===== config.mk =====
export PLATFORM = sky130hd
export DESIGN_NAME = instr_mem
export DESIGN_NICKNAME = d
export VERILOG_FILES = /design/src/rtl/instr_mem.sv
export VERILOG_INCLUDE_DIRS = /design/src /design/src/rtl
export SDC_FILE = /design/constraint.sdc
export NUM_CORES = 2
export LEC_CHECK = 0
export ABC_CLOCK_PERIOD_IN_PS = 2150
export BUFFER_PORTS_ARGS = -buffer_cell sky130_fd_sc_hd__buf_2
export CAP_MARGIN = 25
export CELL_PAD_IN_SITES_DETAIL_PLACEMENT = 0
export CELL_PAD_IN_SITES_GLOBAL_PLACEMENT = 1
export CORE_MARGIN = 2
export CORE_UTILIZATION = 45
export CTS_CLUSTER_SIZE = 14
export DETAILED_ROUTE_END_ITERATION = 16
export PLACE_DENSITY_LB_ADDON = 0.1
export SKIP_CTS_REPAIR_TIMING = 1
export SLEW_MARGIN = 20
export SYNTH_ARGS = -nofsm -noshare
export SYNTH_HDL_FRONTEND = slang
export SYNTH_SLANG_ARGS = --single-unit

===== constraint.sdc =====
create_clock -name clk -period 2.15 [get_ports clk]
set_clock_uncertainty 0.05 [all_clocks]
set_input_delay 0 -clock clk [delete_from_list [all_inputs] [get_ports clk]]
set_output_delay 0 -clock clk [all_outputs]
set_load 0.03 [all_outputs]

===== src/rtl/cpu_defs.svh =====
`ifndef CPU_DEFS_SVH
`define CPU_DEFS_SVH

// one machine word, used for data and for instructions
`define CPU_DATA_W 16

// register index width, sixteen registers
`define CPU_REG_AW 4

// instruction memory word address, 256 words
`define IMEM_AW 8

// data memory word address, 256 words
`define DMEM_AW 8

`endif


===== src/rtl/instr_mem.sv =====
`include "cpu_defs.svh"

module instr_mem (
  input  logic                   clk,
  input  logic                   prog_we,
  input  logic [`IMEM_AW-1:0]    prog_addr,
  input  logic [`CPU_DATA_W-1:0] prog_data,
  input  logic [`CPU_DATA_W-1:0] pc,
  output logic [`CPU_DATA_W-1:0] instr
);

  logic [`CPU_DATA_W-1:0] mem [2**`IMEM_AW];

  // program words arrive through the load port during reset
  always_ff @(posedge clk) begin
    if (prog_we) begin
      mem[prog_addr] <= prog_data;
    end
  end

  // byte address from pc, drop bit 0 for the word index
  assign instr = mem[pc[`IMEM_AW:1]];

endmodule


## Word-level counts from Yosys, hierarchy flattened

Memories as Yosys holds them, arrays and structs flattened.
Cells that the tools add are included.

- Mux-type cells: 2

Operator list:

| cell | count |
|---|---|
| 1-bit two-way mux | 2 |

- Flip-flop bits (word level): 0
- Logic and storage cells: 3
- Memories: 1
- Bits of input ports: 42
- Output and inout bits: 16
- Memory bits (writable): 4096

Memories:

| name | words | bits a word | read ports | clocked after memory_dff | wr ports | RTL line | text |
|---|---|---|---|---|---|---|---|
| mem | 256 | 16 | 1 | 0 | 1 | instr_mem.sv:12 | `` logic [`CPU_DATA_W-1:0] mem [2**`IMEM_AW]; `` |

## Logic depth before layout (Yosys ltp)

- Depth in word-level cells: 2
- Mapped depth: 12
- Mapped depth without buffers: 6

## Worst setup path after synthesis

OpenSTA, ideal clock, no wires.

- Path kind: input port to output port
- Start: in pc[1]
- End: out instr[11]
- Arrival: 2.542 ns
- Buffers on the path: 6
- Stages: 12
- Required time: 2.100 ns
- Slack: -0.442 ns
- Path through: buf_6 buf_6 buf_8 buf_12 buf_12 buf_12 mux2i_1 o221ai_1 a21oi_1 o31ai_1 o32ai_1 nor4_1

- Cells in the longest elaborated chain, start to end: 1

Ends and longest elaborated chain:

| element | RTL line | text |
|---|---|---|
| start: declaration | instr_mem.sv:8 | `` input logic [`CPU_DATA_W-1:0] pc, `` |
| memory 256 x 16 bit | - |  |
| end: declaration | instr_mem.sv:9 | `` output logic [`CPU_DATA_W-1:0] instr `` |

Every way passes these cells.

## Worst setup path in the final report

- Start: mem mem[235][4] (netlist bit)
- End: out instr[4]

- Cells in the longest elaborated chain, start to end: 1

Ends and longest elaborated chain:

| element | RTL line |
|---|---|
| start: declaration | instr_mem.sv:12 |
| memory 256 x 16 bit | - |

Every way passes these cells.

==> results.py <==
metrics = {
    "global_route": {
        "grt_max_degree": 105,
        "grt_overflow_total": 0,
        "grtUsageTotal_pct": 25.4,
        "grt_pass1_wl_mm": 637,
        "grt_pass1_vias": 81784,
        "antenna_found_initial": 20,
    },
    "synthesis": {
        "synth_top_family_by_area": "multiplexers",
        "synth-async-reset-ratio_pct": 0,
        "ys_seq_elements": 4096,
        "synth_edf_count": 4096,
        "synth_fa_ha_area_share_pct": 0,
        "synth_warnings": 0,
        "synth_xor_area_share_pct": 0,
        "synthesis.area_mm2": 0.158,
        "synth_compound_area_share_pct": 3.54,
        "synthTopCellsByArea": "edfxtp_1 78%, mux4_2 11%, mux2i_1 3.6%",
        "muxShareOfSynthArea_pct": 15.5,
        "syn_inst": 7344,
        "synthesis.nets": 7386,
        "ys_types": 51,
        "synthSimpleGateAreaFrac_pct": 1.58,
        "synth_top_area_share_pct": 77.7,
        "avgSynthCellArea_um2": 21.6,
        "synth_ff_type": "edfxtp_1",
        "synth_top_cell_by_area": "edfxtp_1",
        "yosysSeqAreaShare_pct": 77.7,
    },
    "setup_path": {
        "critPathLaunchType": "register",
        "worstPathCellList": "mux2_4, a221oi_4, o21ai_2, buf_4, nand4_1, or4b_4, nor4_4, clkbuf_16, buf_8",
        "critical_path.top_delay_family": "simple AND/OR/NAND/NOR gates",
        "slowest_delay_ps": 740,
        "crit_type": "reg2out",
        "endpoint_kind": "output port",
        "critPathLaunch": "mem[235][4]$_DFFE_PP_",
        "cp_slowest_cell": "or4b_4",
        "cp_max_fo": 2,
        "crit_buf_inv": 3,
        "crit_cells": 9,
        "critical_path_arrival_ps": 3740,
        "worstPathRequired_ps": 2100,
    },
    "clock_tree": {
        "cts_buffers": 428,
        "tritoncts": "done",
        "cts.path.max_buffers": 4,
        "cts.sinks": 4096,
        "clkTransAtPathRegs_ps": 60,
        "cts-htree-levels": 5,
        "cts_root_buf": "clkbuf_16",
    },
    "hold_path": {
        "min_path_cells": 2,
        "min-delay-start": "prog_data[0]",
        "hold_class": "in2reg",
        "min_to": "mem[248][0]$_DFFE_PP_",
    },
    "detailed_routing": {
        "num_vias": 81037,
        "wl_per_cell_um": 33.6,
        "drc": 0,
        "drt-initial-drc-count": 8546,
        "firstDrtPassIters": 5,
        "wl_mm": 456,
        "via_per_inst": 5.97,
        "postRouteAntennaNets": 0,
    },
    "die": {
        "core-area_mm2": 0.350,
        "die_area_mm2": 0.357,
        "boundaryPins": 58,
        "die_h_um": 597,
        "initial_core_util_pct": 45.3,
        "die-width_um": 597,
        "rows": 217,
    },
    "power_and_ir_drop": {
        "power_density_mw_per_mm2": 891,
        "vdd_drop_max_v": 0.000635,
        "leakagePower_nw": 62.0,
        "finalPower_mw": 170,
    },
    "placed_design": {
        "gp_congestion": 0.863,
        "dp_hpwl_mm": 293,
        "place_ws_ps": -1760,
        "port_buffers": 49,
    },
    "outcome": {
        "status": "finished, violations left",
        "violations": "setup timing",
    },
    "sta": {
        "post-route-period-util_pct": 176,
        "min_period_ps": 3790,
        "relSlewSlack_pct": 28.9,
        "hold_violations": 0,
        "holdWs_ps": 17.9,
        "setup_viol": 16,
        "max_freq_ghz": 0.264,
        "fin_ws_ps": -1640,
        "rsz0062_at_grt": "yes",
        "tightest_slew_ps": 1060,
        "finalMaxSlewViolations": 0,
    },
    "cells_and_area": {
        "reg_top3": "mem (4096)",
        "regMostFlops": "mem",
        "syn_to_final_growth_pct": 20.5,
        "fillCellCount": 26714,
        "fin_nets": 8655,
        "drive_above_1_share_pct": 33.6,
        "largest_reg_flops": 4096,
    },
    "run": {
        "cap_viol_max_count": 0,
    },
}
## layer usage
metal	vias up	track usage, %	routed length (um)	part of all wire [%]
met5	-	0	0	0
li1	33887	-	-	-
met2	2641	41.9	224000	49
met3	589	3.14	25800	5.7
met1	43920	35.7	192000	42
met4	0	7.63	13900	3.0
## power breakdown
part	switching [mW]	internal [mW]	total (mW)	leakage, nW
Combinational	6.36	4.21	10.6	18.6
Clock	30.6	40.8	71.4	6.59
Sequential	0.0357	88.0	88.0	36.8
## stage by stage
step                      util [%]  TNS, ps  cell area (um^2)  instances
after global placement        50.3   -23370            176000      12762
final                         54.5   -21960            191000      13576
after CTS                     54.2   -28330            190000      13554
after floorplan                  -   -83280            159000       7344
after global routing          54.5   -23330            191000      13574
after detailed placement      50.3   -21360            176000      12764
## cell type report
type                    instances  area [um^2]  area share, %
diodes                          4         10.0        0.00524
clock buffers                 523        11200           5.88
clock inverters               267         2190           1.15
inverters                       4         27.5         0.0144
multi-input cells            2792        34300           18.0
flip-flops and latches       4096       123000           64.4
well taps                    4599         5750           3.02
repair buffers               1291        14300           7.51
## cell families after synthesis
family / after synthesis
AND/OR/NAND/NOR: 556
flip-flops: 4096
AO/OA/AOI/OAI: 786
multiplexers: 1450
buffers and inverters: 456
## cells in the final DEF, fill, tap and decap left out, types with 10 or more instances in the layout
| master | n |
|---|---|
| and3_1 | 11 |
| nand2_1 | 37 |
| a22o_4 | 13 |
| clkbuf_16 | 436 |
| mux4_2 | 797 |
| clkinv_1 | 111 |
| mux2_2 | 71 |
| mux2i_1 | 565 |
| nor2_2 | 156 |
| a221oi_1 | 11 |
| inv_6 | 10 |
| o32ai_4 | 15 |
| nand3_1 | 26 |
| o22ai_1 | 148 |
| buf_2 | 12 |
| dlygate4sd3_1 | 30 |
| nor4_4 | 16 |
| edfxtp_1 | 4096 |
| o221ai_2 | 10 |
| o221ai_1 | 243 |
| a211oi_1 | 18 |
| nor2_1 | 147 |
| bufinv_16 | 32 |
| a22oi_1 | 39 |
| clkbuf_1 | 88 |
| nand4_1 | 26 |
| buf_8 | 18 |
| o21ai_0 | 34 |
| a22o_1 | 17 |
| buf_6 | 31 |
| mux2_4 | 17 |
| nor3_1 | 88 |
| a21oi_1 | 172 |
| buf_12 | 345 |
| a221oi_4 | 10 |
| buf_4 | 853 |
| clkinv_2 | 96 |
## cells in the mapped netlist (all sizes together) (11+ instances only)
library cell and number:
nor2 304, a22oi 43, edfxtp 4096, o31ai 16
a221oi 28, mux2i 565, clkbuf 230, a211oi 18
buf 222, a22o 32, o32ai 21, o221ai 253
nand4 26, mux4 797, nor4 18, and3 11
mux2 88, nor3 92, o21ai 38, nand3 35
a21oi 175, nand2 38, o22ai 148
## worst max path at each step
stage and end:
2_1_floorplan instr[11], 3_3_place_gp instr[4], 3_5_place_dp instr[4], 4_1_cts instr[4], 5_1_grt instr[4], 6_report instr[4]
(Power assumes the default switching activity.)
