$ cat config.mk
export PLATFORM = sky130hd
export DESIGN_NAME = register_file_flat
export DESIGN_NICKNAME = d
export VERILOG_FILES = /design/src/rtl/cpu_pkg.sv /design/src/rtl/rf_if.sv /design/src/rtl/register_file.sv /design/src/flat_wrapper.sv
export VERILOG_INCLUDE_DIRS = /design/src /design/src/rtl
export SDC_FILE = /design/constraint.sdc
export NUM_CORES = 1
export LEC_CHECK = 0
export BUFFER_PORTS_ARGS = -buffer_cell sky130_fd_sc_hd__buf_4
export CAP_MARGIN = 10
export CORE_ASPECT_RATIO = 1.4
export CORE_MARGIN = 5
export CORE_UTILIZATION = 45
export DETAILED_ROUTE_END_ITERATION = 8
export PLACE_DENSITY = 0.71
export SLEW_MARGIN = 20
export SYNTH_ARGS = -nofsm -noshare
export SYNTH_HDL_FRONTEND = slang
export SYNTH_SLANG_ARGS = --single-unit
$ cat constraint.sdc
create_clock -name clk -period 3.15 [get_ports clk]
set_input_delay 0.4725 -clock clk [delete_from_list [all_inputs] [get_ports clk]]
set_output_delay 0.4725 -clock clk [all_outputs]
set_load 0.1 [all_outputs]
$ cat src/rtl/cpu_defs.svh
`ifndef CPU_DEFS_SVH
`define CPU_DEFS_SVH

// one machine word, used for data and for instructions
`define CPU_DATA_W 16

// register index width, sixteen registers
`define CPU_REG_AW 4

// instruction memory word address, 256 words
`define IMEM_AW 8

// data memory word address, 256 words
`define DMEM_AW 8

`endif

$ cat src/rtl/cpu_pkg.sv
package cpu_pkg;

  // top nibble of every instruction
  typedef enum logic [3:0] {
    ADD = 4'd0,
    SUB = 4'd1,
    XOR = 4'd2,
    AND = 4'd3,
    SLL = 4'd4,
    SRA = 4'd5,
    ROR = 4'd6,
    OR  = 4'd7,
    LW  = 4'd8,
    SW  = 4'd9,
    LLB = 4'd10,
    LHB = 4'd11,
    B   = 4'd12,
    BR  = 4'd13,
    PCS = 4'd14,
    HLT = 4'd15
  } opcode_e;

  // branch condition, bits 11:9 of B and BR
  typedef enum logic [2:0] {
    NE = 3'd0,
    EQ = 3'd1,
    GT = 3'd2,
    LT = 3'd3,
    GE = 3'd4,
    LE = 3'd5,
    OV = 3'd6,
    UN = 3'd7
  } cond_e;

  // bit order matches the flag update mask, z on top
  typedef struct packed {
    logic z;
    logic n;
    logic v;
  } flags_t;

endpackage

$ cat src/rtl/rf_if.sv
`include "cpu_defs.svh"

interface rf_if;

  // read and write indices
  logic [`CPU_REG_AW-1:0] src1;
  logic [`CPU_REG_AW-1:0] src2;
  logic [`CPU_REG_AW-1:0] dst;

  // write port, committed at the clock edge
  logic                   we;
  logic [`CPU_DATA_W-1:0] wdata;

  // combinational read data
  logic [`CPU_DATA_W-1:0] rdata1;
  logic [`CPU_DATA_W-1:0] rdata2;

  // decode side picks indices and write-back
  modport decode (
    output src1, src2, dst, we, wdata,
    input  rdata1, rdata2
  );

  // register file side answers the reads
  modport rf (
    input  src1, src2, dst, we, wdata,
    output rdata1, rdata2
  );

endinterface

$ cat src/rtl/register_file.sv
`include "cpu_defs.svh"

module register_file import cpu_pkg::*; (
  input  logic       clk,
  input  logic       rst,
  input  flags_t     new_flags,
  input  logic [2:0] flag_upd,
  rf_if.rf           rf,
  output flags_t     flags
);

  logic [`CPU_DATA_W-1:0] regs [2**`CPU_REG_AW];

  always_ff @(posedge clk) begin
    if (rst) begin
      for (int i = 0; i < 2**`CPU_REG_AW; i++) begin
        regs[i] <= '0;
      end
      flags <= '0;
    end else begin
      // register 0 is never written so it keeps its reset value
      if (rf.we && rf.dst != '0) begin
        regs[rf.dst] <= rf.wdata;
      end
      // each flag loads only when the alu defines it
      if (flag_upd[2]) begin
        flags.z <= new_flags.z;
      end
      if (flag_upd[1]) begin
        flags.n <= new_flags.n;
      end
      if (flag_upd[0]) begin
        flags.v <= new_flags.v;
      end
    end
  end

  // plain array reads, zero comes from reset plus the write guard
  assign rf.rdata1 = regs[rf.src1];
  assign rf.rdata2 = regs[rf.src2];

  a_reg0_zero: assert property (
    @(posedge clk) disable iff (rst)
    (rf.src1 == '0 |-> rf.rdata1 == '0) and (rf.src2 == '0 |-> rf.rdata2 == '0)
  ) else $error("register_file: register 0 read nonzero");

endmodule

$ cat src/flat_wrapper.sv
// flat-port wrapper written by rule: the top's interface ports become plain ports
module register_file_flat import cpu_pkg::*;
  (clk, rst, new_flags, flag_upd, flags, rf_src1, rf_src2, rf_dst, rf_we, rf_wdata, rf_rdata1, rf_rdata2);
  rf_if rf_i ();
  input  logic clk;
  input  logic rst;
  input  flags_t new_flags;
  input  logic [2:0] flag_upd;
  output flags_t flags;
  input wire logic [$bits(rf_i.src1)-1:0] rf_src1;
  input wire logic [$bits(rf_i.src2)-1:0] rf_src2;
  input wire logic [$bits(rf_i.dst)-1:0] rf_dst;
  input wire logic [$bits(rf_i.we)-1:0] rf_we;
  input wire logic [$bits(rf_i.wdata)-1:0] rf_wdata;
  output wire logic [$bits(rf_i.rdata1)-1:0] rf_rdata1;
  output wire logic [$bits(rf_i.rdata2)-1:0] rf_rdata2;
  assign rf_i.src1 = rf_src1;
  assign rf_i.src2 = rf_src2;
  assign rf_i.dst = rf_dst;
  assign rf_i.we = rf_we;
  assign rf_i.wdata = rf_wdata;
  assign rf_rdata1 = rf_i.rdata1;
  assign rf_rdata2 = rf_i.rdata2;
  register_file u_core (.clk(clk), .rst(rst), .new_flags(new_flags), .flag_upd(flag_upd), .rf(rf_i), .flags(flags));
endmodule
* Yosys cells after proc, flatten, opt, wreduce, memory -nomap -nowiden
Memories as Yosys holds them, arrays and structs flattened.
Index checks and enable logic that the tools add are counted.
** Word-level totals
- Memory bits (writable) :: 256
- Bits in registers :: 3
- Input port bits :: 37
- Memories :: 1
** Operators by class
- Muxes and demuxes :: 8
- Reductions and logical operators :: 3
** Memories
- u_core.regs :: words 16, width 16, read ports 2, clocked after Yosys merged registers in 0, wr ports 16, RTL line register_file.sv:12 : logic [`CPU_DATA_W-1:0] regs [2**`CPU_REG_AW];
** Operator list (number)
- $mux 16 :: 1
- $reduce_or 16->1 :: 1
- $mux 1 :: 6
- $mux 4 :: 1
- $reduce_bool 4->1 :: 1
- $logic_and 1x1->1 :: 1

* Longest topological paths before layout
- Depth after elaboration :: 7
- Mapped depth :: 5
- Gate-level depth less buffers :: 3

* Worst setup path after synthesis
Ideal clock, no wire load.
- Path kind :: in2out
- Start point :: input port rf_src1[0]
- End point :: output port rf_rdata1[10]
- Slack :: 0.597 ns
- Path buffers :: 2
- Arrival time :: 2.080 ns
- Cell stages on the path :: 5
- Cell sequence :: buf_4 buf_4 mux4_2 a22oi_1 nand2_1
** On the way
- Longest elaborated chain between the ends :: 1
** RTL lines
- start, declared :: RTL line flat_wrapper.sv:10 : input wire logic [$bits(rf_i.src1)-1:0] rf_src1;
- $mem_v2 16x16
- end, declared :: RTL line flat_wrapper.sv:15 : output wire logic [$bits(rf_i.rdata1)-1:0] rf_rdata1;
Every way passes these cells.

* Worst setup path in the final report
- Start point :: input port rf_src1[0]
- End point :: output port rf_rdata1[11]
The elaborated chain is that of the path after synthesis.

==> impl_metrics.yaml <==
floorplan:
  area_of_the_die_um2: 33500
  die_w_um: 156
  height_of_the_die_um: 215
  core.rowCount: 75
  starting_density_of_the_core: 0.453
  coreArea_um2: 29700
  io-pin-count: 72
worst_setup_path:
  rr_startpoint: "u_core.flags[2]"
  worst_setup_path_end_kind: "output port"
  ff2ff_path_depth: 2
  rr_endpoint: "u_core.flags[2]"
  critical_path_required_ns: 2.68
  critical_path_peak_fanout: 17
  rrSetupSlack_ns: 2.50
  arrival_ns: 2.28
  worstSetupPathType: "primary input to output port"
  timing.critical_path.from_type: "primary input"
synth:
  synth_compound_area_frac: 0.0357
  synthArstFlopShare: 0
  synth_flop_cell: "sky130_fd_sc_hd__edfxtp_1"
  synth-seq-area-share: 0.575
  syn_inst: 851
  yosys.area_share.simple: 0.144
  yosys.cell_types.count: 22
  post_synthesis_share_of_cell_area_spent_on_full_adders_half_adders_and_majority_gates: 0
  synth_warnings: 0
  synth.mux.area_fraction: 0.216
  synth_area_per_cell_um2: 15.8
  synth_enable_flop_cells: 256
  ys_seq_elements: 259
  synth_xor_area_frac: 0
  synth_area_um2: 13500
  dominant_combinational_cell_family_by_area_after_synthesis: "multiplexers"
clock_network:
  clock_sinks: 259
  numCtsBuffers: 23
  clock_tree_from_tritoncts: "built"
  clk_latency_ns: 0.52
  cts.repair.resized: 0
  root_buffer: "sky130_fd_sc_hd__clkbuf_16"
  cts_setup_buffers: 0
  cts_htree_levels: 1
  cts.reportedPaths.clkPinSlew_ns: 0.06
  max-clock-path-buffers: 3
  hold_buffers: 0
route:
  dr.pass1.iters: 5
  post_drt_via_cell_ratio: 6.10
  remaining_drc_errors: 0
  detail_route.iter0.violations: 926
  detail_route.wirelength_um: 36300
  vias: 8009
  antenna_left: 0
  detail_route.wl_per_cell_um: 27.6
status:
  status: "completed"
layout:
  drive_gt1_frac: 0.302
  finalNonFillerCells: 1314
  antenna-diode-count: 0
  finish.net_count: 958
  syn2layout_area_growth_pct: 12.3
  most-common-layout-cells: "256 x sky130_fd_sc_hd__edfxtp_1, 242 x sky130_fd_sc_hd__and2_1, 128 x sky130_fd_sc_hd__mux4_2"
  layout.cells.most_common: "sky130_fd_sc_hd__edfxtp_1"
  postLayoutCoreUtil: 0.509
placed_design:
  dpl.hpwl_um: 23900
  gp_congestion: 0.820
  placed_cells: 1281
  port_buffers: 71
timing:
  grt_setup_unrepaired: "no"
  timing.slew.headroom: 0.587
  period_needed_ns: 2.75
  final.hold.worst_slack_ns: 0.186
  timing_max_transition_violations_final: 0
  finalHoldViolCount: 0
  totalNegativeSetupSlack_ns: 0
  worst-slew-pin-transition_ns: 0.619
  clock-skew-final_ns: 0
  max_clock_freq_mhz: 364
  post-route-period-util: 0.872
  final-setup-viol-count: 0
global_route:
  grt_antenna_before_repair: 0
  grt_pass1_vias: 8619
  grt_use_total: 0.218
  pin_count_of_the_biggest_net_entering_global_routing: 39
  grt_first_pass_wirelength_um: 53900
  globalRoute.totalOverflow: 0
job:
  maxCapViolCount: 0
pwr:
  power-per-cell-area_nw_per_um2: 532
  power_leakage_nw: 5.32
  max-vdd-ir-drop_mv: 0.395
hold_path:
  timing.hold.worst.start: "new_flags[1]"
  min_delay_worst_type: "primary input to flop"
  min_to: "u_core.flags[1]"
  holdPathStages: 3
-- registers in the layout, summed over array words and instances (netlist names) --
name / cells
u_core.flags: 3
u_core.regs: 256
-- kinds of logic after synthesis --
logic type / Yosys count
flip-flops: 259
AO/OA/AOI/OAI: 64
multiplexers: 131
AND/OR/NAND/NOR: 320
buffers and inverters: 76
other: 1
-- Yosys cell counts, drive strengths merged, types with 2 or more instances --
cell,count,area share
mux2i,3,0.0022
edfxtp,256,0.57
nand2,33,0.0092
nand2b,2,0.00093
nor2b,4,0.0019
clkbuf,49,0.014
nor3,3,0.0022
a22oi,64,0.036
mux4,128,0.21
buf,27,0.014
nand4bb,2,0.0017
dfxtp,3,0.0045
nor2,17,0.0064
and2,242,0.11
or2,15,0.0070
-- worst max path at each step --
stage | start | to
6_report | rf_src1[0] | rf_rdata1[11]
3_3_place_gp | rf_src1[0] | rf_rdata1[5]
4_1_cts | rf_src1[0] | rf_rdata1[5]
3_5_place_dp | rf_src1[0] | rf_rdata1[5]
2_1_floorplan | rf_src1[0] | rf_rdata1[10]
5_1_grt | rf_src1[0] | rf_rdata1[4]
-- worst max-delay path, stage by stage --
cell and delay [ns]:
sky130_fd_sc_hd__buf_4 0.34, sky130_fd_sc_hd__buf_12 0.24, sky130_fd_sc_hd__mux4_2 0.58, sky130_fd_sc_hd__a22oi_1 0.27
sky130_fd_sc_hd__nand2_1 0.11, sky130_fd_sc_hd__buf_4 0.24
-- layout make-up --
| type | count | area, um^2 |
|---|---|---|
| Clock inverter | 6 | 27.5 |
| Timing Repair Buffer | 106 | 883 |
| Fill cell | 2404 | 14600 |
| Sequential cell | 259 | 7750 |
| Clock buffer | 27 | 591 |
| Multi-Input combinational cell | 531 | 5400 |
| Tap cell | 385 | 482 |
-- report_power, final --
| part | internal, mW | switching, mW | total, mW |
|---|---|---|---|
| Sequential | 3.99 | 0.101 | 4.09 |
| Combinational | 0.484 | 0.962 | 1.45 |
| Clock | 1.32 | 1.19 | 2.51 |
| Total | 5.80 | 2.26 | 8.05 |
-- stage by stage --
| step | setup WS [ns] | power (mW) | cell area, um^2 |
|---|---|---|---|
| 3_3_place_gp | 0.357 | 5.58 | 14500 |
| 2_1_floorplan | 0.597 | 5.17 | 13500 |
| 5_1_grt | 0.253 | 8.28 | 15100 |
| 3_5_place_dp | 0.358 | 5.61 | 14500 |
| 6_report | 0.402 | 8.05 | 15100 |
| 4_1_cts | 0.352 | 8.08 | 15100 |
-- routing by layer --
layer | part of all wire | global-route usage | vias to the layer above
met1 | 0.35 | 0.259 | 4099
li1 | - | - | 3410
met4 | 0.045 | 0.0932 | 0
met2 | 0.54 | 0.398 | 403
met3 | 0.063 | 0.0222 | 97
met5 | 0 | 0 | -
Power figures use the tool's default switching activity.
