### src/rtl/cpu_defs.svh
`ifndef CPU_DEFS_SVH
`define CPU_DEFS_SVH

// one machine word, used for data and for instructions
`define CPU_DATA_W 16

// register index width, sixteen registers
`define CPU_REG_AW 4

// instruction memory word address, 256 words
`define IMEM_AW 8

// data memory word address, 256 words
`define DMEM_AW 8

`endif

### src/rtl/cpu_pkg.sv
package cpu_pkg;

  // top nibble of every instruction
  typedef enum logic [3:0] {
    ADD = 4'd0,
    SUB = 4'd1,
    XOR = 4'd2,
    AND = 4'd3,
    SLL = 4'd4,
    SRA = 4'd5,
    ROR = 4'd6,
    OR  = 4'd7,
    LW  = 4'd8,
    SW  = 4'd9,
    LLB = 4'd10,
    LHB = 4'd11,
    B   = 4'd12,
    BR  = 4'd13,
    PCS = 4'd14,
    HLT = 4'd15
  } opcode_e;

  // branch condition, bits 11:9 of B and BR
  typedef enum logic [2:0] {
    NE = 3'd0,
    EQ = 3'd1,
    GT = 3'd2,
    LT = 3'd3,
    GE = 3'd4,
    LE = 3'd5,
    OV = 3'd6,
    UN = 3'd7
  } cond_e;

  // bit order matches the flag update mask, z on top
  typedef struct packed {
    logic z;
    logic n;
    logic v;
  } flags_t;

endpackage

### src/rtl/pc_control.sv
`include "cpu_defs.svh"

module pc_control import cpu_pkg::*; (
  input  logic                   clk,
  input  logic                   rst,
  input  logic [`CPU_DATA_W-1:0] instr,
  input  flags_t                 flags,
  input  logic [`CPU_DATA_W-1:0] rs_data,
  output logic [`CPU_DATA_W-1:0] pc
);

  opcode_e                op;
  cond_e                  cond;
  logic                   taken;
  logic [`CPU_DATA_W-1:0] pc_plus2;
  logic [`CPU_DATA_W-1:0] br_target;
  logic [`CPU_DATA_W-1:0] pc_next;

  assign op   = opcode_e'(instr[15:12]);
  assign cond = cond_e'(instr[11:9]);

  assign pc_plus2 = pc + `CPU_DATA_W'(2);
  // signed 9-bit word offset, counted from the next instruction
  assign br_target = pc_plus2 + {{(`CPU_DATA_W-10){instr[8]}}, instr[8:0], 1'b0};

  // condition test against the stored flags only
  always_comb begin
    case (cond)
      NE: taken = !flags.z;
      EQ: taken = flags.z;
      GT: taken = !flags.z && !flags.n;
      LT: taken = flags.n;
      GE: taken = flags.z || !flags.n;
      LE: taken = flags.z || flags.n;
      OV: taken = flags.v;
      default: taken = 1'b1;
    endcase
  end

  always_comb begin
    case (op)
      B:       pc_next = taken ? br_target : pc_plus2;
      BR:      pc_next = taken ? rs_data : pc_plus2;
      // halt parks the fetch on itself
      HLT:     pc_next = pc;
      default: pc_next = pc_plus2;
    endcase
  end

  always_ff @(posedge clk) begin
    if (rst) begin
      pc <= '0;
    end else begin
      pc <= pc_next;
    end
  end

  // an odd register value on BR would break word fetch
  a_pc_even: assert property (@(posedge clk) disable iff (rst) pc[0] == 1'b0)
    else $error("pc_control: odd pc %h", pc);

endmodule

### config.mk
export PLATFORM = sky130hd
export DESIGN_NAME = pc_control
export DESIGN_NICKNAME = d
export VERILOG_FILES = /design/src/rtl/cpu_pkg.sv /design/src/rtl/pc_control.sv
export VERILOG_INCLUDE_DIRS = /design/src /design/src/rtl
export SDC_FILE = /design/constraint.sdc
export NUM_CORES = 1
export LEC_CHECK = 0
export ABC_AREA = 1
export ABC_CLOCK_PERIOD_IN_PS = 2700
export BUFFER_PORTS_ARGS = -buffer_cell sky130_fd_sc_hd__buf_2
export CAP_MARGIN = 20
export CORE_MARGIN = 2
export CORE_UTILIZATION = 55
export CTS_CLUSTER_SIZE = 16
export DETAILED_ROUTE_END_ITERATION = 16
export PLACE_DENSITY = 0.79
export SETUP_SLACK_MARGIN = 0.5
export SLEW_MARGIN = 20
export SYNTH_ARGS = -nofsm -noshare
export SYNTH_HDL_FRONTEND = slang
export SYNTH_SLANG_ARGS = --single-unit
### constraint.sdc
create_clock -name clk -period 2.7 [get_ports clk]
set_input_delay 0.135 -clock clk [delete_from_list [all_inputs] [get_ports clk]]
set_output_delay 0.135 -clock clk [all_outputs]
set_load 0.01 [all_outputs]
* Word level (Yosys, flattened, before mapping)
Index checks and enable logic that the tools add are counted.
** Word-level totals
- Register bits after elaboration :: 16
- Bits of input ports :: 37
- Logic and storage cells :: 22
** Operators by class
- Add/subtract/negate cells :: 2
- Eq/ne operators :: 9
- Muxes and demuxes :: 4
- Reductions and logical operators :: 6
** Operator list (number)
- $pmux 16 s3 :: 1
- $mux 16 :: 2
- $add 16x16->16 :: 1
- $add 16x2->16 const B :: 1
- $eq 4x4->1 const B :: 3
- $eq 3x3->1 const B :: 3
- $pmux 1 s7 :: 1
- $eq 3x2->1 const B :: 2
- $eq 3x1->1 const B :: 1
- $logic_not 3->1 :: 1
- $logic_not 1->1 :: 2
- $logic_or 1x1->1 :: 2
- $logic_and 1x1->1 :: 1

* Depth between registers and ports, before layout
Gate-level depths: netlist of the first run.
- Word-level depth :: 5
- Mapped depth :: 18
- Mapped depth without buffers :: 18

* Worst setup path before layout of the first run
Ideal clock, no wire load.
- Path kind :: register to register
- Start :: reg pc[1]
- End :: reg pc[15]
- Data arrival time :: 2.186 ns
- Required time :: 2.581 ns
- Path slack :: 0.395 ns
- Stages on the path, launching flop included :: 17
- Path buffers :: 0
- Clock period less this slack :: 2.305 ns
- Path through :: dfxtp_1 ha_1 nand3_2 nor2_4 nand3_1 xor2_1 inv_1 ha_1 nand2_1 nor2_1 inv_1 nor2_1 nand2_1 nand2_1 nand3_1 nand3_1 a21oi_1
** On the way
- Word-level cells in the longest chain between the ends :: 4
- Elaborated cells between the ends (all ways) :: 5
** RTL lines
- from (decl) :: RTL line pc_control.sv:9 : output logic [`CPU_DATA_W-1:0] pc
- from (signal assigned) :: RTL line pc_control.sv:54 : pc <= pc_next;
- $add 16x2->16 (*) :: RTL line pc_control.sv:22 : assign pc_plus2 = pc + `CPU_DATA_W'(2);
- $add 16x16->16 :: RTL line pc_control.sv:24 : assign br_target = pc_plus2 + {{(`CPU_DATA_W-10){instr[8]}}, instr[8:0], 1'b0};
- $mux 16 :: RTL line pc_control.sv:42 : B: pc_next = taken ? br_target : pc_plus2;
- $pmux 16 s3 (*) :: RTL line pc_control.sv:41 : case (op)
Mark *: on every way between the ends. The rest lies on a longest branch, timed or not.
A chain may end at the register's enable or synchronous reset.

* Worst setup path in the final report of the first run
- Start :: reg pc[2]
- End :: reg pc[12]
The elaborated chain is that of the path after synthesis.

==> results of run 1 <==
==> cells in the final DEF, fill, tap and decap left out, types with 3 or more instances in the layout <==
cell type  instances
nand2_4            6
o21ai_1            6
nand4_1            5
nand3b_1           5
inv_2              8
buf_4             12
a21oi_1           16
dfxtp_1            6
nand3_1           32
nand3_2            6
inv_1             35
nor2_4            10
o21ai_0           20
a21oi_4            3
clkbuf_8           4
ha_1               4
nor2_1            24
ha_4              10
dfxtp_2            4
nand2_1          101
buf_2             52
nand2_2            9
dfxtp_4            6
xor2_1             7
nor2_2            16
a21oi_2           12
==> routing by layer <==
metal  routed length [um]  global-route usage (%)  part of all wire, %
met3                  692                    4.50                  8.6
met2                 3960                    58.9                   49
met4                  501                    13.8                  6.2
met5                    0                       0                    0
met1                 2880                    34.5                   36
==> cell type report <==
type / instances / share of cell area, %
multi-input cells: 314 / 68.0
repair buffers: 66 / 12.0
flip-flops and latches: 16 / 11.2
inverters: 43 / 5.17
well taps: 50 / 2.01
clock buffers: 4 / 1.76
==> Yosys cell counts <==
master    count
nand2_2       1
nor2_2        1
inv_1        39
clkbuf_1      1
nand2_4       2
xnor2_1       3
ha_1         16
o211ai_2      1
nand3_2       2
nand3_1      37
dfxtp_1      16
nand4_1       5
a21oi_2       1
nor2_8        1
fa_1          1
o21ai_1       3
nor3_1        1
nor2_4        5
o21a_1        2
buf_6         3
buf_2         2
xor2_1        8
o21ai_0      25
inv_2         4
nand2_1     113
and2_1        1
or2_2         1
a31oi_1       2
xnor2_2       1
nor2_1       44
nand2_8       2
a21oi_1      30
nand3b_1      5
==> power groups by stage <==
stage | registers [mW] | logic [mW] | clock network [mW]
6_report | 0.279 | 0.521 | 0.219
5_1_grt | 0.280 | 0.559 | 0.232
4_1_cts | 0.276 | 0.427 | 0.222
3_5_place_dp | 0.280 | 0.382 | 0
3_3_place_gp | 0.279 | 0.378 | 0
2_1_floorplan | 0.285 | 0.267 | 0
==> kinds of logic after synthesis <==
logic type,count (synthesis)
AND/OR/NAND/NOR,221
flip-flops,16
XOR/XNOR,12
adder cells (fa/ha/maj),17
AO/OA/AOI/OAI,64
buffers and inverters,49
==> final timing paths <==
check | end | startpoint | slack [ns]
max | pc[12]$_SDFFE_PP0P_ | pc[2]$_SDFFE_PP0P_ | 0.24
min | pc[0]$_SDFFE_PP0P_ | rs_data[0] | 0.13
min reg2reg | pc[0]$_SDFFE_PP0P_ | pc[0]$_SDFFE_PP0P_ | 0.49
max reg2reg | pc[12]$_SDFFE_PP0P_ | pc[2]$_SDFFE_PP0P_ | 0.24
==> repair_timing <==
action	in CTS	in global routing
pin swaps	13	43
gates resized for setup	48	61
endpoints found under the setup margin	11	12
hold buffers	0	0
buffers inserted	5	7
endpoints found under the hold margin	0	0
==> metrics by stage <==
step,util (%),area [sq um],power (mW)
6_report,79.1,3120,1.02
5_1_grt,79.1,3120,1.07
4_1_cts,72.1,2840,0.926
3_5_place_dp,64.5,2540,0.662
3_3_place_gp,64.5,2540,0.656
2_1_floorplan,-,2250,0.552
==> critical path, cell delays in order (launching register included) <==
cell	delay (ns)
dfxtp_4	0.38
ha_4	0.15
nand3_4	0.10
nor2_4	0.20
buf_6	0.13
nand2_4	0.06
xnor2_4	0.17
ha_4	0.33
nand2_2	0.10
nor2_2	0.15
nand3_1	0.14
nand3_1	0.13
nand2_1	0.08
nand3_1	0.12
a21oi_1	0.09
==> impl_metrics.csv, run 1 <==
group,metric,value,unit
critical_path,crit_arrival,2.60,ns
logic_synthesis,yosys.area.top_type,"nand2_1",
cts,clock_path_buffers,2,
critical_path,worstPathRequired,2.84,ns
power_and_ir_drop,powerDensity,326,nW/um^2
placement,post-place-ws,0.166,ns
critical_path,critPathMaxFanout,5,
sta,finalCritPeriodShare,91.0,%
placement,dpl.cell_count,477,
cells_and_area,largest_register_ffs,16,
logic_synthesis,synth_area_leaders,"nand2_1, dfxtp_1, ha_1",
cells_and_area,num-fill-cells,263,
grt,grt_use_total,31.4,%
logic_synthesis,synth_top_family_by_area,"simple AND/OR/NAND/NOR gates",
logic_synthesis,syn_area,2230,sq um
route,wirelength,8030,um
sta,timing.hold.ws,0.130,ns
power_and_ir_drop,combPwrFrac,51.1,%
logic_synthesis,synth_top_area_share,19.0,%
route,vias_per_cell,6.11,
logic_synthesis,synthCells,379,
floorplan,die_x,67.7,um
placement,portBuffers,52,
floorplan,die_area,4590,sq um
power_and_ir_drop,p_seq_share,27.4,%
floorplan,core,3940,sq um
grt,grt_pass1_vias,2460,
power_and_ir_drop,leakage,1.50,nW
sta,setup_tns,0,ns
cells_and_area,reg.largest.list,"pc: 16 flops",
cells_and_area,drive_gt1_share,39.5,%
min_path,hold_class,"in2reg",
floorplan,start_util,56.6,%
outcome,status,"finished, final reports clean",
floorplan,rows,23,
critical_path,cp-end-kind,"flip-flop",
critical_path,critPathKind,"reg2reg",
route,dr.pass1.iters,6,
sta,slew_viol_final,0,
cells_and_area,areaGrowthSynthToFinish,39.7,%
logic_synthesis,ys_types,33,
logic_synthesis,synthXorXnorAreaFrac,5.04,%
cells_and_area,multi_input_area,2120,sq um
logic_synthesis,seq_area_frac_synth,14.3,%
logic_synthesis,ys_ff_latch,16,
logic_synthesis,synth_warnings,0,
sta,worst_slack,0.242,ns
cts,h-tree-depth,1,
floorplan,pin_count,53,
power_and_ir_drop,power_frac_clock,21.5,%
logic_synthesis,synth_mux_area_share,0,%
critical_path,r2r_cells,14,
floorplan,die_y,67.7,um
cts,clockRootBuffer,"clkbuf_8",
cts,clkSinkCount,16,
logic_synthesis,syn_area_per_cell,5.89,sq um
power_and_ir_drop,peakVddDrop,0.000196,V
placement,hpwl,4970,um
power_and_ir_drop,p_sw_share,41.2,%
cts,cts_tree,"done",
critical_path,critPathLaunchType,"flip-flop",
cells_and_area,nNetsFinal,498,
sta,clock_skew,0.00209,ns
cts,clk_latency,0.25,ns
grt,antenna_found_initial,0,
power_and_ir_drop,intPower,0.598,mW
route,wire_per_inst,16.3,um
route,drt-initial-drc-count,283,
sta,setup_viol,0,
sta,tightest_slew,0.773,ns
sta,clock.fmax,407,MHz
grt,grt_pass1_wl,10900,um
grt,overflow,0,
logic_synthesis,synthSimpleGateAreaFrac,46.2,%
route,ant_nets,0,
cells_and_area,seqCellArea,348,sq um
cts,path_clk_slew,0.07,ns
grt,grt_max_degree,25,
logic_synthesis,syn_nets,433,
sta,rsz0062_at_grt,"yes",
logic_synthesis,synth_compound_area_share,15.2,%
sta,min_period,2.46,ns
placement,place.gp.congestion,0.943,
cts,cts_buffers,3,
run,cap_violations,0,
cells_and_area,num_antenna_cells,0,
cells_and_area,finalNonFillerCells,493,
route,vias,3010,
sta,hold_viol,0,
route,post-route-drc-count,0,
sta,maxSlewHeadroom,48.3,%
min_path,hold_depth,3,
logic_synthesis,synth_fa_ha_area_share,9.86,%
cells_and_area,largest-register,"pc",
power_and_ir_drop,p_switching,0.420,mW
Power figures use the tool's default switching activity.
==> run 2, diff against run 1 <==
--- a/config.mk
+++ b/config.mk
@@ -10,10 +10,12 @@
 export ABC_CLOCK_PERIOD_IN_PS = 2700
 export BUFFER_PORTS_ARGS = -buffer_cell sky130_fd_sc_hd__buf_2
 export CAP_MARGIN = 20
+export CORE_ASPECT_RATIO = 1.75
 export CORE_MARGIN = 2
 export CORE_UTILIZATION = 55
 export CTS_CLUSTER_SIZE = 16
 export DETAILED_ROUTE_END_ITERATION = 16
+export GPL_TIMING_DRIVEN = 0
 export PLACE_DENSITY = 0.79
 export SETUP_SLACK_MARGIN = 0.5
 export SLEW_MARGIN = 20
==> impl_metrics.csv, run 2 (synthesis gave the netlist of run 1 again) <==
group,metric,value,unit
critical_path,slowest_stage,"dfxtp_1",
sta,setup_viol,0,
floorplan,pin_count,53,
cells_and_area,drive_gt1_share,39.1,%
sta,maxSlewHeadroom,69.7,%
cts,cts_buffers,3,
critical_path,critPathLaunchType,"flip-flop",
cells_and_area,finalInstanceArea,3190,sq um
grt,grt_pass1_vias,2552,
route,wirelength,7740,um
sta,timing.hold.ws,0.148,ns
cts,h-tree-depth,1,
cts,clkSinkCount,16,
cts,clk_latency,0.25,ns
grt,grt_use_total,31.8,%
critical_path,crit_arrival,2.57,ns
outcome,status,"finished, final reports clean",
min_path,hold_class,"in2reg",
cells_and_area,nNetsFinal,508,
cts,path_clk_slew,0.07,ns
floorplan,die_y,88.3,um
power_and_ir_drop,p_sw_share,40.5,%
floorplan,core,3900,sq um
sta,slew_viol_final,0,
route,post-route-drc-count,0,
floorplan,rows,30,
cells_and_area,largest_register_ffs,16,
sta,rsz0062_at_grt,"yes",
route,vias,2870,
power_and_ir_drop,intPower,0.601,mW
sta,clock.fmax,420,MHz
cts,clock_path_buffers,2,
sta,min_period,2.38,ns
sta,tightest_slew,0.454,ns
cells_and_area,largest-register,"pc",
grt,overflow,0,
critical_path,worstPathRequired,2.89,ns
route,ant_nets,0,
critical_path,r2r_start,"pc[6]$_SDFFE_PP0P_",
power_and_ir_drop,leakage,1.54,nW
cells_and_area,finalNonFillerCells,501,
grt,grt_max_degree,11,
cells_and_area,final_cell_mix,"nand2_1, buf_2, inv_1",
floorplan,start_util,57.2,%
sta,clock_skew,0.00529,ns
power_and_ir_drop,p_switching,0.409,mW
critical_path,cp-end-kind,"flip-flop",
cells_and_area,reg.largest.list,"pc: 16 flops",
power_and_ir_drop,peakVddDrop,0.000446,V
route,vias_per_cell,5.73,
route,drt-initial-drc-count,107,
critical_path,crit_top_cell,"nand2_1",
power_and_ir_drop,powerDensity,317,nW/um^2
power_and_ir_drop,combPwrFrac,50.8,%
placement,dpl.cell_count,479,
cts,clockRootBuffer,"clkbuf_8",
cts,cts_tree,"done",
sta,finalCritPeriodShare,88.2,%
grt,grt_pass1_wl,11100,um
placement,place.gp.congestion,0.926,
critical_path,cpPeakStageDelay,0.42,ns
placement,portBuffers,52,
cells_and_area,final_common_cell,"nand2_1",
floorplan,die_area,4610,sq um
placement,place_area,2570,sq um
run,cap_violations,0,
cells_and_area,areaGrowthSynthToFinish,42.9,%
sta,setup_tns,0,ns
sta,hold_viol,0,
critical_path,worstPathCellList,"nand2_1 > nor3_2 > xor2_1 > buf_4 > ha_1 > nand2_1 > inv_1 > nand3_1 > nor2_2 > nor2_1 > nand2_1 > nand3_2 > a21oi_2",
cells_and_area,post-route-util,81.7,%
placement,hpwl,5340,um
critical_path,critPathMaxFanout,5,
critical_path,critPathKind,"reg2reg",
critical_path,crit_start,"pc[6]$_SDFFE_PP0P_",
route,wire_per_inst,15.4,um
floorplan,die_x,52.2,um
grt,antenna_found_initial,0,
power_and_ir_drop,power_frac_clock,21.6,%
min_path,hp-start,"rs_data[1]",
route,dr.pass1.iters,5,
power_and_ir_drop,p_seq_share,27.6,%
cells_and_area,num_antenna_cells,0,
cts,holdBufCountCts,0,
==> run 2: layout make-up <==
cell class	count	area [sq um]
Fill cell	273	713
Buffer	6	47.5
Clock buffer	4	55.1
Tap cell	48	60.1
Inverter	43	161
Timing Repair Buffer	70	412
Multi-Input combinational cell	314	2110
Sequential cell	16	347
==> run 2: per-layer routing <==
layer / share of wire [%] / GRT usage [%] / wire, um
met4: 5.6 / 15.6 / 437
met2: 54 / 60.9 / 4200
met5: 0 / 0 / 0
met3: 4.7 / 3.55 / 360
met1: 35 / 32.8 / 2740
==> run 2: through the flow <==
| stage | total power [mW] | setup slack, ns |
|---|---|---|
| final | 1.01 | 0.320 |
| after CTS | 0.938 | 0.434 |
| after global placement | 0.662 | 0.127 |
| after floorplan | 0.552 | 0.501 |
| after global routing | 1.07 | 0.231 |
| after detailed placement | 0.669 | 0.131 |
==> run 2: worst paths after layout <==
check	end	slack, ns	depth (start not counted)
min reg2reg	pc[0]$_SDFFE_PP0P_	0.48	2
min	pc[1]$_SDFFE_PP0P_	0.15	3
max reg2reg	pc[11]$_SDFFE_PP0P_	0.32	13
max	pc[11]$_SDFFE_PP0P_	0.32	13
==> run 2: worst max-delay path: cells and delay by family (launching register included) <==
kind / cells / cell delay, ns
flops: 1 / 0.42
buf+inv: 2 / 0.24
fa+ha+maj: 1 / 0.30
xor+xnor: 1 / 0.10
compound gates: 1 / 0.16
simple gates: 8 / 1.10
==> run 2: power groups by stage <==
stage	combinational, mW	clock (mW)	sequential [mW]
finish	0.513	0.218	0.279
global route	0.561	0.226	0.281
CTS	0.444	0.218	0.277
detailed placement	0.387	0	0.281
global placement	0.382	0	0.281
floorplan	0.267	0	0.285
==> run 2: repair_timing <==
action                                  4_1_cts  5_1_grt
pin swaps                                    14       23
cloned                                        0        0
endpoints found under the setup margin       12       12
endpoints found under the hold margin         0        0
gates resized for setup                      44       54
setup buffers                                10        8
