[src/rtl/cpu_defs.svh]
`ifndef CPU_DEFS_SVH
`define CPU_DEFS_SVH

// one machine word, used for data and for instructions
`define CPU_DATA_W 16

// register index width, sixteen registers
`define CPU_REG_AW 4

// instruction memory word address, 256 words
`define IMEM_AW 8

// data memory word address, 256 words
`define DMEM_AW 8

`endif

[src/rtl/cpu_pkg.sv]
package cpu_pkg;

  // top nibble of every instruction
  typedef enum logic [3:0] {
    ADD = 4'd0,
    SUB = 4'd1,
    XOR = 4'd2,
    AND = 4'd3,
    SLL = 4'd4,
    SRA = 4'd5,
    ROR = 4'd6,
    OR  = 4'd7,
    LW  = 4'd8,
    SW  = 4'd9,
    LLB = 4'd10,
    LHB = 4'd11,
    B   = 4'd12,
    BR  = 4'd13,
    PCS = 4'd14,
    HLT = 4'd15
  } opcode_e;

  // branch condition, bits 11:9 of B and BR
  typedef enum logic [2:0] {
    NE = 3'd0,
    EQ = 3'd1,
    GT = 3'd2,
    LT = 3'd3,
    GE = 3'd4,
    LE = 3'd5,
    OV = 3'd6,
    UN = 3'd7
  } cond_e;

  // bit order matches the flag update mask, z on top
  typedef struct packed {
    logic z;
    logic n;
    logic v;
  } flags_t;

endpackage

[src/rtl/alu.sv]
`include "cpu_defs.svh"

module alu import cpu_pkg::*; (
  input  opcode_e                op,
  input  logic [`CPU_DATA_W-1:0] a,
  input  logic [`CPU_DATA_W-1:0] b,
  input  logic [3:0]             imm4,
  input  logic [7:0]             imm8,
  output logic [`CPU_DATA_W-1:0] result,
  output flags_t                 new_flags,
  output logic [2:0]             flag_upd
);

  logic [`CPU_DATA_W-1:0]   sum;
  logic [`CPU_DATA_W-1:0]   diff;
  logic [2*`CPU_DATA_W-1:0] rot;
  logic                     ovf_add;
  logic                     ovf_sub;

  assign sum  = a + b;
  assign diff = a - b;
  // rotate by shifting a doubled copy, low half is the answer
  assign rot  = {a, a} >> imm4;

  // overflow when the sign of the result cannot come from the operands
  assign ovf_add = (a[`CPU_DATA_W-1] == b[`CPU_DATA_W-1]) &&
                   (sum[`CPU_DATA_W-1] != a[`CPU_DATA_W-1]);
  assign ovf_sub = (a[`CPU_DATA_W-1] != b[`CPU_DATA_W-1]) &&
                   (diff[`CPU_DATA_W-1] != a[`CPU_DATA_W-1]);

  always_comb begin
    result   = '0;
    flag_upd = 3'b000;
    case (op)
      ADD: result = sum;
      SUB: result = diff;
      XOR: result = a ^ b;
      AND: result = a & b;
      SLL: result = a << imm4;
      SRA: result = $signed(a) >>> imm4;
      ROR: result = rot[`CPU_DATA_W-1:0];
      OR:  result = a | b;
      // a carries rd for the byte loads
      LLB: result = {a[`CPU_DATA_W-1:8], imm8};
      LHB: result = {imm8, a[7:0]};
      default: result = '0;
    endcase
    // z on every arithmetic and logic op, n and v only on add and sub
    if (op == ADD || op == SUB) begin
      flag_upd = 3'b111;
    end else if (op <= OR) begin
      flag_upd = 3'b100;
    end
  end

  assign new_flags.z = (result == '0);
  assign new_flags.n = result[`CPU_DATA_W-1];
  assign new_flags.v = (op == ADD) ? ovf_add : (op == SUB) ? ovf_sub : 1'b0;

endmodule

[config.mk]
export PLATFORM = sky130hd
export DESIGN_NAME = alu
export DESIGN_NICKNAME = d
export VERILOG_FILES = /design/src/rtl/cpu_pkg.sv /design/src/rtl/alu.sv
export VERILOG_INCLUDE_DIRS = /design/src /design/src/rtl
export SDC_FILE = /design/constraint.sdc
export NUM_CORES = 1
export LEC_CHECK = 0
export ABC_AREA = 1
export ABC_CLOCK_PERIOD_IN_PS = 2700
export BUFFER_PORTS_ARGS = -buffer_cell sky130_fd_sc_hd__clkbuf_2
export CAP_MARGIN = 40
export CORE_ASPECT_RATIO = 1.2
export CORE_MARGIN = 5
export CORE_UTILIZATION = 50
export DETAILED_ROUTE_END_ITERATION = 10
export GPL_TIMING_DRIVEN = 0
export PLACE_DENSITY = 0.81
export SLEW_MARGIN = 0
export SYNTH_ARGS = -nofsm -noshare
export SYNTH_HDL_FRONTEND = slang
export SYNTH_SLANG_ARGS = --single-unit
[constraint.sdc]
create_clock -name vclk -period 2.7
set_clock_uncertainty 0.2 [all_clocks]
set_input_delay 0.135 -clock vclk [all_inputs]
set_output_delay 0.135 -clock vclk [all_outputs]
set_load 0.005 [all_outputs]
# Word level (Yosys, flattened, before mapping)
# Index checks and enable logic that the tools add are counted.
[op_classes]
bitwise_logic = 3
shift = 3
n_eq_ne = 13
n_mux = 5
n_lt_le_gt_ge = 1
n_reduce_logical = 5
n_addsub = 2
[op_table]
columns = ["op", "count"]
rows = [
  ["16-bit case mux with 10 select lines", 1],
  ["32-bit by 4-bit right shift with 16-bit output", 1],
  ["16-bit adder", 1],
  ["16-bit bitwise AND", 1],
  ["4-bit by 3-bit == test with 1-bit output (second input constant)", 4],
  ["16-bit logical NOT", 1],
  ["16-bit bitwise OR", 1],
  ["16-bit by 4-bit left shift with 16-bit output", 1],
  ["16-bit by 4-bit >>> shifter with 16-bit output", 1],
  ["16-bit subtractor", 1],
  ["16-bit XOR", 1],
  ["4-bit by 2-bit == test with 1-bit output (second input constant)", 2],
  ["4-bit == test (second input constant)", 2],
  ["3-bit two-way mux", 2],
  ["4-bit by 1-bit == test with 1-bit output (second input constant)", 1],
  ["4-bit by 3-bit <= comparator with 1-bit output (second input constant)", 1],
  ["4-bit logical NOT", 1],
  ["1-bit != test", 3],
  ["1-bit logical AND", 2],
  ["1-bit two-way mux", 2],
  ["1-bit == test", 1],
  ["1-bit logical OR", 1],
]
[totals]
output_inout_bits = 22
regBits = 0
input_bits = 48

# Depth between registers and ports, before layout
# Gate-level depths: netlist of run 1.
[depth]
word_depth = 5
depth_mapped = 20
depth_no_buf = 19

# Worst setup path before layout of run 1
# OpenSTA, ideal clock, no wires.
[synth_path]
path_type = "in2out"
from = "input a[0]"
to = "output new_flags[2] (netlist bit)"
required_time_ps = 2365
t_arrival_ps = 1760
slack_ps = 605
stages = 16
cell_sequence = "inv_1 ha_1 inv_1 fa_1 nand2_1 nand2_1 and2_1 nand2_1 nand4_1 nand3_1 nand2_1 nor2_1 nand2_1 nor2_1 nand2_1 nor2_1"
[synth_lines]
columns = ["item", "line_no", "source"]
rows = [
  ["start, declared", "alu.sv:5", "input logic [`CPU_DATA_W-1:0] a,"],
  ["end, declared", "alu.sv:10", "output flags_t new_flags,"],
]

==> results of run 1 <==
-- how the worst min path moves through the flow --
stage                     slack (ns)  start          end
final                           0.39  op[3]  flag_upd[2]
after global routing            0.42  op[3]  flag_upd[2]
after CTS                       0.40  op[3]  flag_upd[2]
after detailed placement        0.39  op[3]  flag_upd[2]
after global placement          0.39  op[3]  flag_upd[2]
after floorplan                 0.11  op[1]  flag_upd[0]
-- per-stage QoR --
step	hold WS [ns]	cells	setup WS [ns]	util [%]	instance area (sq um)
after floorplan	0.109	1035	0.605	-	4970
after detailed placement	0.394	1226	-0.206	56.8	5460
after global routing	0.416	1235	-0.0879	60.6	5830
after CTS	0.396	1227	0.00422	57.5	5520
final	0.395	1235	0.0333	60.6	5830
after global placement	0.393	1226	-0.204	56.8	5460
-- what timing repair did --
item / 4_1_cts / 5_1_grt
setup endpoints to repair: 1 / 5
endpoints found under the hold margin: 0 / 0
hold buffers: 0 / 0
gates resized for setup: 18 / 102
pin swaps: 3 / 18
buffers inserted: 1 / 9
-- power by group through the flow --
| stage | Combinational [uW] | Clock (uW) | Sequential [uW] |
|---|---|---|---|
| 3_3_place_gp | 985 | 0 | 0 |
| 3_5_place_dp | 991 | 0 | 0 |
| 5_1_grt | 1240 | 0 | 0 |
| 6_report | 1140 | 0 | 0 |
| 2_1_floorplan | 664 | 0 | 0 |
| 4_1_cts | 1010 | 0 | 0 |
-- kinds of logic (layout without fill, tap and decap cells) --
family	Yosys count	count (layout)	synth area share [%]
xor gates and xnor gates	3	3	0.529
adders and majority gates	53	53	13.7
AOI/OAI and AO/OA	68	68	7.86
buffers and inverters	191	268	16.4
and+or+nand+nor	720	720	61.6
-- metal layers --
layer / GRT usage [%] / up-vias / share of wire, %
li1: - / 3428 / -
met1: 37.3 / 3121 / 34
met2: 59.3 / 425 / 48
met3: 4.56 / 130 / 9.0
met4: 23.9 / 0 / 8.7
met5: 0 / - / 0
-- placed cells by master, fill, tap and decap left out, drive strengths merged --
cell type,instances
nand2,390
nand3,192
inv,150
nor2,114
clkbuf,69
ha,51
buf,48
o21ai,25
a21oi,24
o211ai,13
nand4,8
nor3,8
and2,5
xor2,3
nand3b,2
o22ai,2
o21bai,2
fa,2
o41ai,1
and3,1
clkinvlp,1
o21a,1
-- layout make-up --
class | instances | area [sq um]
multi-input cells | 844 | 4370
fillers | 1027 | 3780
repair buffers | 78 | 445
inverters | 151 | 576
plain buffers | 39 | 284
well taps | 123 | 154
==> impl_results.md, run 1 <==
* Ant diodes at 0
* Number of global-route vias before repair at roughly 6.6k
* Clock power share at 0%
* Setup CP Type: in -> out
* CP Cell Sequence: clkbuf_4, ha_4, inv_1, fa_1, inv_2, nand3_1, nand3_2, xor2_1, nor2_1, nor2_2, nand3_2, nor2_1, nand3_1, nor2_1, clkbuf_2
* Die area at about 12,000 sq um
* Maximum VDD drop at 0.000105 V
* Worst Setup EP: new_flags[2]
* Drt drc at 0
* TritonRoute pass-1 iters at 6
* Synth top area cells: nand2_1 (29%), nand3_1 (19%), ha_1 (13%)
* Grt ovf at 0
* Largest net degree at the start of global routing at 11
* CP most frequent cell: nor2_1
* Global-route wire length before repair at 32,800 um
* Seq/Total Area, Yosys at 0%
* DRT Wirelength at 21,300 um
* Slowest cell delay on critical path at 0.39 ns
* Max Clk Rate at between 300 and 400 MHz
* Cells after Synth at slightly above 1k
* Most frequent cells after synthesis: nand2_1 (378), nand3_1 (191), inv_1 (145)
* Core ar. at roughly 9600 sq um
* Via/cell ratio at 5.75
* Synth Net Count at around 1.1k
* Combinational share of power at between 90% and 100%
* Total track usage at approximately a third
* Delay-heaviest family, CP: simple AND/OR/NAND/NOR gates
* Hold Path Class: in -> out
* DR WL/cell at around 17 um
* GP Congestion at between 1 and 1.5
* Status: completed
* Warnings from Yosys at 0
* Hold path depth at 3
* Reg power frac at 0%
* Area Growth Syn to Fin at 17.3%
* Starting density of the core at approximately half
* Final Hold Vio Count at 0
* Max-cap violations at 0
* Count leader, synth: nand2_1
* Critical path startpoint: a[0]
* Final setup vio count at 0
* Sw frac at between 60% and 70%
* Final ANT Viol Nets at 0
* Slew @ Worst Pin at about 0.6 ns
* Final HPWL DP at 17,500 um
* Tot Pwr at about 1100 uW
* Mapped cell area at roughly 5000 sq um
* Nets@finish at 1,215
* Mean post-synth cell area at ~4.8 sq um
* Vias at slightly above 7k
* FF/Latch Area at 0 sq um
* Final Critical Period at 2.67 ns
* Final slew viol count at 0
* Synth area leader: nand2_1
* Die Span X at 101 um
* FP Rows at 39
* Worst path slowest cell: fa_1
* Clock buffers at 0
* Share of layout cells above drive strength 1 at a little under a fifth
* Tcrit/Tclk final at 98.8%
* First DRT Iteration DRCs at about 630
* Synth cell types at 34
* Relative slew slack at around 60%
* Data arrival, critical path at approximately 2.3 ns
* Startpoint types: primary input
* Area share of the largest cell type after synthesis at 28.6%
* RSZ-0062 raised after global routing: yes
* Port bufs at 68
* Pleak at 0.00351 uW
* Pwr/cell area at about 190 nW/um^2
* FFs & Latches at 0
* Critical Path Fanout Max at 4
* Critical path buffers and inverters at 4
* Worst endpoint required time at between 2 and 2.5 ns
* Ports at 70
* Critical path depth at 15
* Endpoint type of the worst setup path: primary output
* Cell-internal power at 388 uW
* Die H at 119 um
* Initial antenna violation count at 0
* Switching pwr at 749 uW
* Setup TNS at 0 ns
No activity file was read; power rests on OpenSTA's default activity.
==> inputs of run 2 (changes only) <==
--- a/config.mk
+++ b/config.mk
@@ -6,8 +6,7 @@
 export SDC_FILE = /design/constraint.sdc
 export NUM_CORES = 1
 export LEC_CHECK = 0
-export ABC_AREA = 1
-export ABC_CLOCK_PERIOD_IN_PS = 2700
+export ABC_CLOCK_PERIOD_IN_PS = 3250
 export BUFFER_PORTS_ARGS = -buffer_cell sky130_fd_sc_hd__clkbuf_2
 export CAP_MARGIN = 40
 export CORE_ASPECT_RATIO = 1.2
@@ -20,3 +19,4 @@
 export SYNTH_ARGS = -nofsm -noshare
 export SYNTH_HDL_FRONTEND = slang
 export SYNTH_SLANG_ARGS = --single-unit
+export TNS_END_PERCENT = 50
==> constraint.sdc (replaced) <==
create_clock -name vclk -period 3.25
set_clock_uncertainty 0.2 [all_clocks]
set_input_delay 0.1625 -clock vclk [all_inputs]
set_output_delay 0.1625 -clock vclk [all_outputs]
set_load 0.005 [all_outputs]
==> impl_results.md, run 2 <==
* Worst Setup EP: new_flags[2] (unchanged)
* Number of global-route vias before repair at 5,606 (was 6,645)
* Pwr/cell area at 179 nW/um^2 (was 195 nW/um^2)
* Seq/Total Area, Yosys at 0% (unchanged)
* Synth top area cells: ha_1 (14%), mux4_2 (13%), mux2i_1 (6.1%) (was nand2_1 (29%), nand3_1 (19%), ha_1 (13%))
* Synth cell types at 77 (was 34)
* Synth area leader: ha_1 (was nand2_1)
* Final Hold Vio Count at 0 (unchanged)
* Hold path depth at 4 (was 3)
* Endpoint type of the worst setup path: primary output (unchanged)
* Max-cap violations at 0 (unchanged)
* Vias at 6,038 (was 7,104)
* Compound-cell area share of the yosys netlist at 29.6% (was 7.86%)
* DRT Wirelength at 21,600 um (was 21,300 um)
* Total track usage at 35.3% (was 34.0%)
* Largest net degree at the start of global routing at 13 (was 11)
* TritonRoute pass-1 iters at 6 (unchanged)
* Max Clk Rate at 251 MHz
* Final slew viol count at 0 (unchanged)
* Final setup vio count at 5 (was 0)
* Core ar. at 9030 sq um (was 9610 sq um)
* Setup TNS at -1.13 ns (was 0 ns)
* Main combinational cell family by area after synthesis: compound AO/OA/AOI/OAI gates (was simple AND/OR/NAND/NOR gates)
* Slew @ Worst Pin at 0.837 ns (was 0.589 ns)
* Status: complete, but fails checks (was completed)
* DR WL/cell at 25.7 um (was 17.2 um)
* Hold Path Class: in -> out (unchanged)
* Hold WS at 0.622 ns (was 0.395 ns)
* FP Rows at 38 (was 39)
* FFs & Latches at 0 (unchanged)
* Finished Core Util at 65.2% (was 60.6%)
* Worst endpoint required time at 2.89 ns (was 2.37 ns)
* Die area at 11,300 sq um (was 12,000 sq um)
* Warnings from Yosys at 0 (unchanged)
* Ant diodes at 0 (unchanged)
* Mean post-synth cell area at 7.35 sq um (was 4.80 sq um)
* Post-synthesis mux area share at 20.9% (was 0%)
* Starting density of the core at 51.2% (was 51.7%)
* Startpoint types: primary input (unchanged)
* RSZ-0062 raised after global routing: yes (unchanged)
* Most frequent cells after synthesis: nand2_1 (55), ha_1 (51), inv_1 (50) (was nand2_1 (378), nand3_1 (191), inv_1 (145))
* Final ANT Viol Nets at 0 (unchanged)
* Nets@finish at 824 (was 1,215)
* Post-synthesis xor/xnor area fraction at 3.03% (was 0.529%)
* Global-route wire length before repair at 31,600 um (was 32,800 um)
* Tcrit/Tclk final at 123%
* Initial antenna violation count at 0 (unchanged)
* Data arrival, critical path at 3.62 ns (was 2.33 ns)
* Placement Cell Area at 5260 sq um (was 5460 sq um)
* Design area at 5890 sq um (was 5830 sq um)
* Clock buffers at 0 (unchanged)
* FF/Latch Area at 0 sq um (unchanged)
* Most common cell after layout, fill and taps aside: clkbuf_2 (was nand2_1)
* Via/cell ratio at 7.18 (was 5.75)
* Failing checks: negative setup slack
* Grt ovf at 0 (unchanged)
* Critical Path Fanout Max at 3 (was 4)
* Synth Net Count at 730 (was 1,136)
* Final Critical Period at approximately 4.0 ns
* Mapped cell area at 4630 sq um (was 4970 sq um)
* First DRT Iteration DRCs at 716 (was 633)
* Die Span X at 97.8 um (was 101 um)
* Relative slew slack at 43.4% (was 60.7%)
* Die H at 115 um (was 119 um)
* GP Congestion at 1.06 (was 1.04)
* Setup ws final at -0.732 ns (was 0.0333 ns)
* Most frequent cells in the layout: clkbuf_2 (61), nand2_1 (55), inv_1 (45) (was nand2_1 (364), nand3_1 (185), inv_1 (137))
* Pleak at 0.00259 uW (was 0.00351 uW)
* Drt drc at 0 (unchanged)
* # hold bufs at CTS at 0 (unchanged)
* Setup CP Type: in -> out (unchanged)
* Pre-CTS setup slack at -1.34 ns (was -0.206 ns)
* Area Growth Syn to Fin at 27.2% (was 17.3%)
* Area share of the largest cell type after synthesis at 13.8% (was 28.6%)
* Cells after Synth at 629 (was 1,035)
* Count leader, synth: nand2_1 (unchanged)
* Critical path startpoint: a[0] (unchanged)
* Share of layout cells above drive strength 1 at 32.3% (was 18.3%)
* Ports at 70 (unchanged)
* Post-Synth Simple-Gate Area at 21.2% (was 61.6%)
* Post-Synth Adder-Cell Area at 14.7% (was 13.7%)
* Final HPWL DP at 15,900 um (was 17,500 um)
* Maximum VDD drop at 0.000132 V (was 0.000105 V)
* Port bufs at 67 (was 68)
## run 2: cell types whose count changed after synthesis, moves of 13 or more
cell	before	now
a21oi_1	24	42
nand2_1	378	55
clkbuf_1	2	34
mux4_2	0	27
mux2i_1	0	28
a22oi_1	0	13
inv_1	145	50
nor2_1	109	44
nand3_1	191	17
## run 2: cell type report
type | count | area (sq um)
buffer | 54 | 354
multi-input combinational | 514 | 4500
fill | 774 | 3150
timing repair buffer | 98 | 661
tap | 120 | 150
inverter | 55 | 225
## run 2: layer usage
layer | GRT usage [%] | wire length [um] | vias up
li1 | - | - | 2563
met1 | 41.9 | 7360 | 2778
met2 | 59.9 | 9710 | 543
met3 | 4.98 | 2480 | 154
met4 | 22.9 | 2030 | 0
met5 | 0 | 0 | -
## run 2: what timing repair did
action,4_1_cts,5_1_grt
buffers inserted,18,12
gates resized for setup,59,54
pin swaps,25,23
endpoints found under the hold margin,0,0
setup endpoints to repair,8,6
## run 2: worst min path at each step
stage / from / endpoint / slack, ns
floorplan: imm8[4] / result[12] / 0.29
global placement: imm8[4] / result[12] / 0.61
detailed placement: imm8[4] / result[12] / 0.61
CTS: imm8[4] / result[12] / 0.61
global route: imm8[4] / result[12] / 0.63
finish: imm8[4] / result[12] / 0.62
## run 2: worst max-delay path, stage by stage
cell	delay, ns
clkbuf_16	0.12
buf_8	0.10
inv_4	0.03
ha_4	0.16
buf_4	0.13
o21ba_4	0.20
nor4_4	0.37
nor4_4	0.09
o31ai_4	0.34
xnor2_1	0.22
o221ai_2	0.17
or4_4	0.55
or4b_4	0.57
nor4_2	0.26
buf_2	0.15
## run 2: cell families (layout without fill, tap and decap cells)
family          Yosys count  after routing
compound gates          194            194
xor+xnor                 16             16
fa+ha+maj                53             53
buf+inv                 115            207
mux                      62             62
simple gates            189            189
## run 2: power by group
| part | switching, uW | leakage, uW | total (uW) | internal, uW |
|---|---|---|---|---|
| registers | 0 | 0 | 0 | 0 |
| clock network | 0 | 0 | 0 | 0 |
| logic | 604 | 0.00259 | 1050 | 449 |
| total | 604 | 0.00259 | 1050 | 449 |
## run 2: per-stage QoR
stage / instances / total power [uW]
finish: 841 / 1050
global route: 841 / 1100
CTS: 829 / 934
detailed placement: 817 / 853
global placement: 816 / 842
floorplan: 629 / 581
